## src/rv_types_pkg.sv

```systemverilog
// Datapath width types
package rv_types_pkg;

    localparam int XLEN = 32;

    // Operand, result and pc word
    typedef logic [XLEN-1:0] xlen_t;

    // Register file index
    typedef logic [4:0] reg_addr_t;

    // CSR address field
    typedef logic [11:0] csr_addr_t;

    // Redirect target, bit 0 is always zero
    typedef logic [XLEN-1:1] pc_target_t;

    // Decode compare results as {lt, ltu, eq}
    typedef logic [2:0] cmp_flags_t;

    localparam int CMP_LT  = 2;
    localparam int CMP_LTU = 1;
    localparam int CMP_EQ  = 0;

endpackage

```

## src/exec_uop_pkg.sv

```systemverilog
// Execute stage operation encodings
package exec_uop_pkg;

    typedef enum logic [1:0] {
        UNIT_NONE = 2'd0,
        UNIT_ALU  = 2'd1,
        UNIT_MUL  = 2'd2,
        UNIT_CSR  = 2'd3
    } unit_e;

    typedef enum logic [3:0] {
        ADD    = 4'd0,
        SUB    = 4'd1,
        SLL    = 4'd2,
        SLT    = 4'd3,
        SLTU   = 4'd4,
        XOR    = 4'd5,
        SRL    = 4'd6,
        SRA    = 4'd7,
        OR     = 4'd8,
        AND    = 4'd9,
        PASS_B = 4'd10      // LUI style move
    } alu_op_e;

    typedef enum logic [1:0] {
        MUL    = 2'd0,
        MULH   = 2'd1,
        MULHSU = 2'd2,
        MULHU  = 2'd3
    } mul_op_e;

    typedef enum logic [2:0] {
        CSR_NONE = 3'd0,
        CSRRW    = 3'd1,
        CSRRS    = 3'd2,
        CSRRC    = 3'd3,
        ECALL    = 3'd4,
        EBREAK   = 3'd5
    } csr_op_e;

    typedef enum logic [2:0] {
        BR_NONE = 3'd0,
        BEQ     = 3'd1,
        BNE     = 3'd2,
        BLT     = 3'd3,
        BGE     = 3'd4,
        BLTU    = 3'd5,
        BGEU    = 3'd6
    } br_cond_e;

    typedef enum logic [1:0] {
        KIND_OTHER  = 2'd0,
        KIND_BRANCH = 2'd1,
        KIND_JUMP   = 2'd2
    } instr_kind_e;

    typedef enum logic [1:0] {
        WB_RESULT  = 2'd0,
        WB_PC_PLUS = 2'd1,
        WB_MUL     = 2'd2
    } wb_sel_e;

    // Machine CSR addresses
    localparam logic [11:0] CSR_MSCRATCH = 12'h340;
    localparam logic [11:0] CSR_MTVEC    = 12'h305;
    localparam logic [11:0] CSR_MEPC     = 12'h341;
    localparam logic [11:0] CSR_MCAUSE   = 12'h342;
    localparam logic [11:0] CSR_MCYCLE   = 12'hB00;

    localparam logic [31:0] CAUSE_ECALL  = 32'd11;
    localparam logic [31:0] CAUSE_EBREAK = 32'd3;

    // Cycles from a sampled request to the acknowledge
    localparam int MUL_LATENCY = 3;

endpackage

```

## src/alu.sv

```systemverilog
// Integer ALU
`timescale 1ns/1ps

module alu
    import rv_types_pkg::*;
    import exec_uop_pkg::*;
(
    input  xlen_t   a_i,
    input  xlen_t   b_i,
    input  alu_op_e op_i,
    output xlen_t   result_o
);

    logic [4:0] shamt;
    logic       lt_signed;
    logic       lt_unsigned;

    assign shamt       = b_i[4:0];
    assign lt_signed   = $signed(a_i) < $signed(b_i);
    assign lt_unsigned = a_i < b_i;

    always_comb begin
        case (op_i)
            ADD:     result_o = a_i + b_i;            // Also the branch and jump target
            SUB:     result_o = a_i - b_i;
            SLL:     result_o = a_i << shamt;
            SLT:     result_o = xlen_t'(lt_signed);
            SLTU:    result_o = xlen_t'(lt_unsigned);
            XOR:     result_o = a_i ^ b_i;
            SRL:     result_o = a_i >> shamt;
            SRA:     result_o = xlen_t'($signed(a_i) >>> shamt);
            OR:      result_o = a_i | b_i;
            AND:     result_o = a_i & b_i;
            PASS_B:  result_o = b_i;
            default: result_o = '0;
        endcase
    end

endmodule

```

## src/mul_unit.sv

```systemverilog
// Multi-cycle multiplier
`timescale 1ns/1ps

module mul_unit
    import rv_types_pkg::*;
    import exec_uop_pkg::*;
(
    input  logic    clk_i,
    input  logic    rst_i,
    input  logic    req_i,
    input  mul_op_e op_i,
    input  xlen_t   a_i,
    input  xlen_t   b_i,
    output logic    ack_o,
    output xlen_t   result_o
);

    localparam int CNT_W = $clog2(MUL_LATENCY + 1);

    typedef enum logic [1:0] {
        MUL_IDLE,
        MUL_BUSY,
        MUL_DONE
    } mul_state_e;

    mul_state_e       state_q;
    logic [CNT_W-1:0] cnt_q;
    mul_op_e          op_q;
    xlen_t            a_q;
    xlen_t            b_q;
    xlen_t            result_q;

    logic               sign_a;
    logic               sign_b;
    logic signed [32:0] a_ext;
    logic signed [32:0] b_ext;
    logic signed [65:0] prod;

    // Only MULHU treats rs1 as unsigned
    assign sign_a = (op_q != MULHU);
    assign sign_b = (op_q == MUL) || (op_q == MULH);
    assign a_ext  = {sign_a & a_q[31], a_q};
    assign b_ext  = {sign_b & b_q[31], b_q};
    assign prod   = a_ext * b_ext;

    always_ff @(posedge clk_i) begin
        if (rst_i) begin
            state_q <= MUL_IDLE;
            cnt_q   <= '0;
        end else begin
            case (state_q)
                MUL_IDLE: begin
                    if (req_i) begin
                        state_q <= MUL_BUSY;
                        cnt_q   <= CNT_W'(MUL_LATENCY - 1);
                    end
                end
                MUL_BUSY: begin
                    if (cnt_q == '0) begin
                        state_q <= MUL_DONE;
                    end else begin
                        cnt_q <= cnt_q - 1'b1;
                    end
                end
                MUL_DONE: begin
                    if (!req_i) begin
                        state_q <= MUL_IDLE;     // Four-phase return to zero
                    end
                end
                default: state_q <= MUL_IDLE;
            endcase
        end
    end

    // Operand capture and product word
    always_ff @(posedge clk_i) begin
        if (state_q == MUL_IDLE && req_i) begin
            op_q <= op_i;
            a_q  <= a_i;
            b_q  <= b_i;
        end
        if (state_q == MUL_BUSY && cnt_q == '0) begin
            result_q <= (op_q == MUL) ? prod[31:0] : prod[63:32];
        end
    end

    assign ack_o    = (state_q == MUL_DONE);
    assign result_o = result_q;

    a_ack_needs_req: assert property (@(posedge clk_i) disable iff (rst_i)
        $rose(ack_o) |-> req_i);

    a_req_held: assert property (@(posedge clk_i) disable iff (rst_i)
        req_i && !ack_o |=> req_i);

endmodule

```

## src/csr_unit.sv

```systemverilog
// Machine mode CSR file
`timescale 1ns/1ps

module csr_unit
    import rv_types_pkg::*;
    import exec_uop_pkg::*;
(
    input  logic      clk_i,
    input  logic      rst_i,
    input  logic      commit_i,
    input  csr_op_e   op_i,
    input  logic      imm_i,
    input  xlen_t     rs1_i,
    input  logic [4:0] zimm_i,
    input  csr_addr_t addr_i,
    input  xlen_t     pc_i,
    output xlen_t     rdata_o,
    output xlen_t     mtvec_o
);

    xlen_t mscratch_q;
    xlen_t mtvec_q;
    xlen_t mepc_q;
    xlen_t mcause_q;
    xlen_t mcycle_q;

    xlen_t src;
    xlen_t wdata;
    logic  csr_wr;
    logic  trap;

    always_comb begin
        case (addr_i)
            CSR_MSCRATCH: rdata_o = mscratch_q;
            CSR_MTVEC:    rdata_o = mtvec_q;
            CSR_MEPC:     rdata_o = mepc_q;
            CSR_MCAUSE:   rdata_o = mcause_q;
            CSR_MCYCLE:   rdata_o = mcycle_q;
            default:      rdata_o = '0;      // Unimplemented address
        endcase
    end

    assign src = imm_i ? xlen_t'(zimm_i) : rs1_i;

    always_comb begin
        case (op_i)
            CSRRW:   wdata = src;
            CSRRS:   wdata = rdata_o | src;
            CSRRC:   wdata = rdata_o & ~src;
            default: wdata = rdata_o;
        endcase
    end

    assign csr_wr = commit_i && (op_i == CSRRW || op_i == CSRRS || op_i == CSRRC);
    assign trap   = commit_i && (op_i == ECALL || op_i == EBREAK);

    always_ff @(posedge clk_i) begin
        if (rst_i) begin
            mscratch_q <= '0;
            mtvec_q    <= '0;
            mepc_q     <= '0;
            mcause_q   <= '0;
            mcycle_q   <= '0;
        end else begin
            mcycle_q <= mcycle_q + 1'b1;
            if (csr_wr) begin
                case (addr_i)
                    CSR_MSCRATCH: mscratch_q <= wdata;
                    CSR_MTVEC:    mtvec_q    <= wdata;
                    CSR_MEPC:     mepc_q     <= wdata;
                    CSR_MCAUSE:   mcause_q   <= wdata;
                    CSR_MCYCLE:   mcycle_q   <= wdata;  // Write wins over the count
                    default:      ;
                endcase
            end
            if (trap) begin
                mepc_q   <= pc_i;
                mcause_q <= (op_i == ECALL) ? CAUSE_ECALL : CAUSE_EBREAK;
            end
        end
    end

    assign mtvec_o = mtvec_q;

    a_commit_has_op: assert property (@(posedge clk_i) disable iff (rst_i)
        commit_i |-> op_i != CSR_NONE);

endmodule

```

## src/execute_stage.sv

```systemverilog
// Pipeline execute stage
`timescale 1ns/1ps

module execute_stage
    import rv_types_pkg::*;
    import exec_uop_pkg::*;
(
    input  logic        clk_i,
    input  logic        rst_i,

    input  logic        valid_i,
    input  unit_e       unit_i,
    input  alu_op_e     alu_op_i,
    input  mul_op_e     mul_op_i,
    input  csr_op_e     csr_op_i,
    input  logic        csr_imm_i,
    input  br_cond_e    br_cond_i,
    input  instr_kind_e kind_i,
    input  wb_sel_e     wb_sel_i,
    input  logic        we_i,
    input  reg_addr_t   rd_i,
    input  xlen_t       pc_i,
    input  xlen_t       pc_plus_i,
    input  xlen_t       op_a_i,
    input  xlen_t       op_b_i,
    input  cmp_flags_t  cmp_flags_i,

    output logic        stall_o,
    output xlen_t       fwd_data_o,
    output logic        redirect_o,
    output pc_target_t  redirect_pc_o,
    output logic        wb_valid_o,
    output logic        wb_we_o,
    output reg_addr_t   wb_rd_o,
    output xlen_t       wb_data_o
);

    xlen_t alu_result;
    xlen_t csr_rdata;
    xlen_t mtvec;
    xlen_t mul_result;
    xlen_t unit_result;
    logic  mul_req_q;
    logic  mul_ack;
    logic  is_mul;
    logic  mul_done;
    logic  retire;
    logic  br_taken;
    logic  trap;

    alu u_alu (
        .a_i      (op_a_i),
        .b_i      (op_b_i),
        .op_i     (alu_op_i),
        .result_o (alu_result)
    );

    mul_unit u_mul (
        .clk_i    (clk_i),
        .rst_i    (rst_i),
        .req_i    (mul_req_q),
        .op_i     (mul_op_i),
        .a_i      (op_a_i),
        .b_i      (op_b_i),
        .ack_o    (mul_ack),
        .result_o (mul_result)
    );

    csr_unit u_csr (
        .clk_i    (clk_i),
        .rst_i    (rst_i),
        .commit_i (retire && unit_i == UNIT_CSR),
        .op_i     (csr_op_i),
        .imm_i    (csr_imm_i),
        .rs1_i    (op_a_i),
        .zimm_i   (op_b_i[16:12]),
        .addr_i   (op_b_i[11:0]),
        .pc_i     (pc_i),
        .rdata_o  (csr_rdata),
        .mtvec_o  (mtvec)
    );

    assign is_mul   = valid_i && (unit_i == UNIT_MUL);
    assign mul_done = mul_req_q && mul_ack;    // Ignore a stale ack from the previous multiply
    assign stall_o  = is_mul && !mul_done;
    assign retire   = valid_i && !stall_o;

    // Request phase of the handshake
    always_ff @(posedge clk_i) begin
        if (rst_i) begin
            mul_req_q <= 1'b0;
        end else if (mul_done) begin
            mul_req_q <= 1'b0;
        end else if (is_mul && !mul_req_q && !mul_ack) begin
            mul_req_q <= 1'b1;
        end
    end

    always_comb begin
        case (br_cond_i)
            BEQ:     br_taken = cmp_flags_i[CMP_EQ];
            BNE:     br_taken = !cmp_flags_i[CMP_EQ];
            BLT:     br_taken = cmp_flags_i[CMP_LT];
            BGE:     br_taken = !cmp_flags_i[CMP_LT];
            BLTU:    br_taken = cmp_flags_i[CMP_LTU];
            BGEU:    br_taken = !cmp_flags_i[CMP_LTU];
            default: br_taken = 1'b0;
        endcase
    end

    assign trap = (unit_i == UNIT_CSR) && (csr_op_i == ECALL || csr_op_i == EBREAK);

    assign redirect_o    = retire && (trap || kind_i == KIND_JUMP ||
                                      (kind_i == KIND_BRANCH && br_taken));
    assign redirect_pc_o = trap ? mtvec[31:1] : alu_result[31:1];

    assign unit_result = (unit_i == UNIT_CSR) ? csr_rdata : alu_result;
    assign fwd_data_o  = unit_result;

    // Writeback record
    always_ff @(posedge clk_i) begin
        if (rst_i) begin
            wb_valid_o <= 1'b0;
            wb_we_o    <= 1'b0;
        end else begin
            wb_valid_o <= retire;
            wb_we_o    <= retire && we_i;
        end
    end

    always_ff @(posedge clk_i) begin
        if (retire) begin
            wb_rd_o <= rd_i;
            case (wb_sel_i)
                WB_PC_PLUS: wb_data_o <= pc_plus_i;
                WB_MUL:     wb_data_o <= mul_result;
                default:    wb_data_o <= unit_result;
            endcase
        end
    end

    a_req_for_mul: assert property (@(posedge clk_i) disable iff (rst_i)
        mul_req_q |-> is_mul);

endmodule

```

## config.mk

```make
export PLATFORM = sky130hd
export DESIGN_NAME = execute_stage
export DESIGN_NICKNAME = d
export VERILOG_FILES = /design/src/rv_types_pkg.sv /design/src/exec_uop_pkg.sv /design/src/alu.sv /design/src/mul_unit.sv /design/src/csr_unit.sv /design/src/execute_stage.sv
export SDC_FILE = /design/constraint.sdc
export NUM_CORES = 2
export LEC_CHECK = 0
export BUFFER_PORTS_ARGS = -buffer_cell sky130_fd_sc_hd__buf_2
export CORE_MARGIN = 4
export CORE_UTILIZATION = 40
export DETAILED_ROUTE_END_ITERATION = 16
export PLACE_DENSITY_LB_ADDON = 0.25
export SYNTH_ARGS = -nofsm -noshare
export SYNTH_HDL_FRONTEND = slang
export SYNTH_HIERARCHICAL = 1
export SYNTH_SLANG_ARGS = --single-unit
export TNS_END_PERCENT = 100
```

## constraint.sdc

```tcl
create_clock -name clk_i -period 9.2 [get_ports clk_i]
set_input_delay 0.92 -clock clk_i [delete_from_list [all_inputs] [get_ports clk_i]]
set_output_delay 0.92 -clock clk_i [all_outputs]
set_load 0.01 [all_outputs]
```

==> flow_summary.toml <==
[status]
outcome = "complete, no violations"

[synth]
yosys.area_share.adder_pct = 42.9
synth-compound-area-share_pct = 12.9
synth_cells = 7066
synth_edf_count = 135
syn_nets = 8668
yosys.area_share.xor_xnor_pct = 1.64
ys_types = 110
avgSynthCellArea_um2 = 8.74
netlist_area_mm2 = 0.0618
synth_simple_gate_area_share_pct = 16.4
synth-async-reset-ratio_pct = 0
yosys_most_used_dff = "dfxtp_1"
synth_top_family_by_area = "adder cells"
ys_ff_latch = 302
ys_seq_area_share_pct = 12.0
yosys_warnings = 6
muxShareOfSynthArea_pct = 3.87

[setup_path]
cp_max_fo = 17
critPathBufInv = 5
slowest_stage = "edfxtp_1"
cp_top_family = "adder cells"
r2r_end = "u_mul/result_o[19]$_DFFE_PP_"
crit_type = "flop to flop"
critPathMostFrequentCell = "fa_1"
arrival_ns = 9.10
start_kind = "flop"
cp-end-kind = "flop"
r2r_start = "u_mul/b_q[10]$_DFFE_PP_"
reg2reg_slack_ns = 0.39
cpPeakStageDelay_ns = 1.06
reg2reg_depth = 25
required_ns = 9.49

[floorplan]
die_area_mm2 = 0.161
num_rows = 143
core-area_mm2 = 0.153
die_y_um = 401
dieWidth_um = 401
start_util_pct = 40.4
io_pins = 263

[hold_path]
hold_depth = 2
hold_path_end = "u_csr/mscratch_q[13]$_SDFFE_PP0P_"
hp-class = "flop to flop"
worstHoldStart = "u_csr/mscratch_q[13]$_SDFFE_PP0P_"

[sta]
fin_skew_ns = 0.0689
worst_slew_pin_slew_ns = 1.30
drv_slew = 0
setup_slack_ns = 0.390
slew_headroom_pct = 12.7
rsz0062_at_grt = "false"
setup_viol = 0
max_freq_mhz = 114
tns_ns = 0
min_period_over_period_pct = 95.8
fin_crit_ns = 8.81
hold_viol = 0

[grt]
grt_use_total_pct = 29.0
first_global_vias = 54000
grt.overflow.total = 0
grt_max_degree = 72
grt_pass1_wl_mm = 356
antenna_found_initial = 15

[flow_run]
maxCapViolations = 0

[detailed_routing]
vias = 52600
wl_mm = 237
wl_per_cell_um = 25.9
via_per_inst = 5.74
drtPass1Iterations = 8
ant_nets = 0
dr.first_iter.drc_count = 5477
drc_errors = 0

[layout]
area.growth.synth_to_final_pct = 7.80
final_cell_mix = "inv_1, fa_1, nand2_1, and2_1, nor2_1"
fillCellCount = 15300
final_common_cell = "inv_1"
utilization_pct = 43.6
final_layout_size_suffix_gt1_share_pct = 9.76
fin_cells = 9154
fin_nets = 8689

[placed_design]
place.gp.congestion = 1.01
port-buffer-count = 262
hpwl_mm = 189
place_ws_ns = 0.310
placed_cells = 9072

[cts]
cts_tree = "built"
cts-root-buf = "clkbuf_16"
cts_resized = 0
clk_latency_ns = 0.63
path_clk_slew_ns = 0.07
cts.htree.levels = 2
cts_buffers = 39
cts_buffer_depth = 3
cts_hold_buffers = 0
clock_sinks = 302
==> stage by stage <==
stage               area, um^2  hold WS (ns)
floorplan                61800         0.424
global placement         65200         0.433
detailed placement       65200         0.442
CTS                      66500         0.453
global route             66600         0.471
finish                   66600         0.453
==> Yosys cell counts (87+ instances only) <==
cell type	number	share of area (%)
dfxtp_1	167	5.4
fa_1	1127	37
clkbuf_1	356	2.2
and2_1	348	3.5
ha_1	316	6.4
o21ai_0	248	2.0
a21oi_1	259	2.1
mux2i_1	87	1.4
edfxtp_1	135	6.6
nand2_1	1081	6.6
nor2_1	338	2.1
inv_1	1195	7.3
==> sequential cells by signal, indices dropped and copies added, names as in the netlist, 5 cells and up <==
| signal | count |
|---|---|
| u_csr/mcause_q | 32 |
| u_csr/mcycle_q | 32 |
| u_csr/mepc_q | 32 |
| u_csr/mscratch_q | 32 |
| u_csr/mtvec_o | 32 |
| u_mul/a_q | 32 |
| u_mul/b_q | 32 |
| u_mul/result_o | 32 |
| wb_data_o | 32 |
| wb_rd_o | 5 |
==> area by class of cell <==
| class | instances | area (um^2) | share of cell area [%] |
|---|---|---|---|
| clock buffer | 50 | 1080 | 1.62 |
| timing repair buffer | 425 | 2680 | 4.02 |
| antenna | 6 | 15.0 | 0.0225 |
| inverter | 1196 | 4490 | 6.74 |
| tap | 2030 | 2540 | 3.81 |
| clock inverter | 22 | 253 | 0.380 |
| sequential | 302 | 7400 | 11.1 |
| multi-input combinational | 5123 | 48100 | 72.3 |
==> worst max-delay path by stage <==
stage	start	endpoint	cells after the start
2_1_floorplan	u_mul/a_q[31]$_DFFE_PP_	u_mul/result_o[27]$_DFFE_PP_	23
3_3_place_gp	u_mul/b_q[17]$_DFFE_PP_	u_mul/result_o[19]$_DFFE_PP_	26
3_5_place_dp	u_mul/b_q[17]$_DFFE_PP_	u_mul/result_o[11]$_DFFE_PP_	26
4_1_cts	u_mul/b_q[11]$_DFFE_PP_	u_mul/result_o[11]$_DFFE_PP_	26
5_1_grt	u_mul/a_q[7]$_DFFE_PP_	u_mul/result_o[28]$_DFFE_PP_	24
6_report	u_mul/b_q[10]$_DFFE_PP_	u_mul/result_o[19]$_DFFE_PP_	25
==> worst min-delay path: stages (launching register included) <==
cell     delay, ns
dfxtp_1       0.30
nand2_1       0.05
a21oi_1       0.05
==> layer usage <==
layer / share of wire (%) / vias up / track usage, %
li1: - / 22700 / -
met1: 41 / 27000 / 39.1
met4: 5.4 / 6 / 12.4
met2: 46 / 2428 / 47.0
met3: 7.6 / 471 / 4.06
met5: 0.018 / - / 0
==> cell families after synthesis <==
family | count (synthesis)
xor+xnor | 116
compound gates | 1199
mux | 190
fa+ha+maj | 1443
flops | 302
simple gates | 2175
buf+inv | 1641
==> repair_timing <==
item / 4_1_cts / 5_1_grt
endpoints found under the setup margin: 0 / 5
setup buffers: 0 / 4
endpoints found under the hold margin: 0 / 0
Power is left out: the tool's default activity adds up to more than one toggle a clock period on the data nets, which glitch-free logic cannot reach.
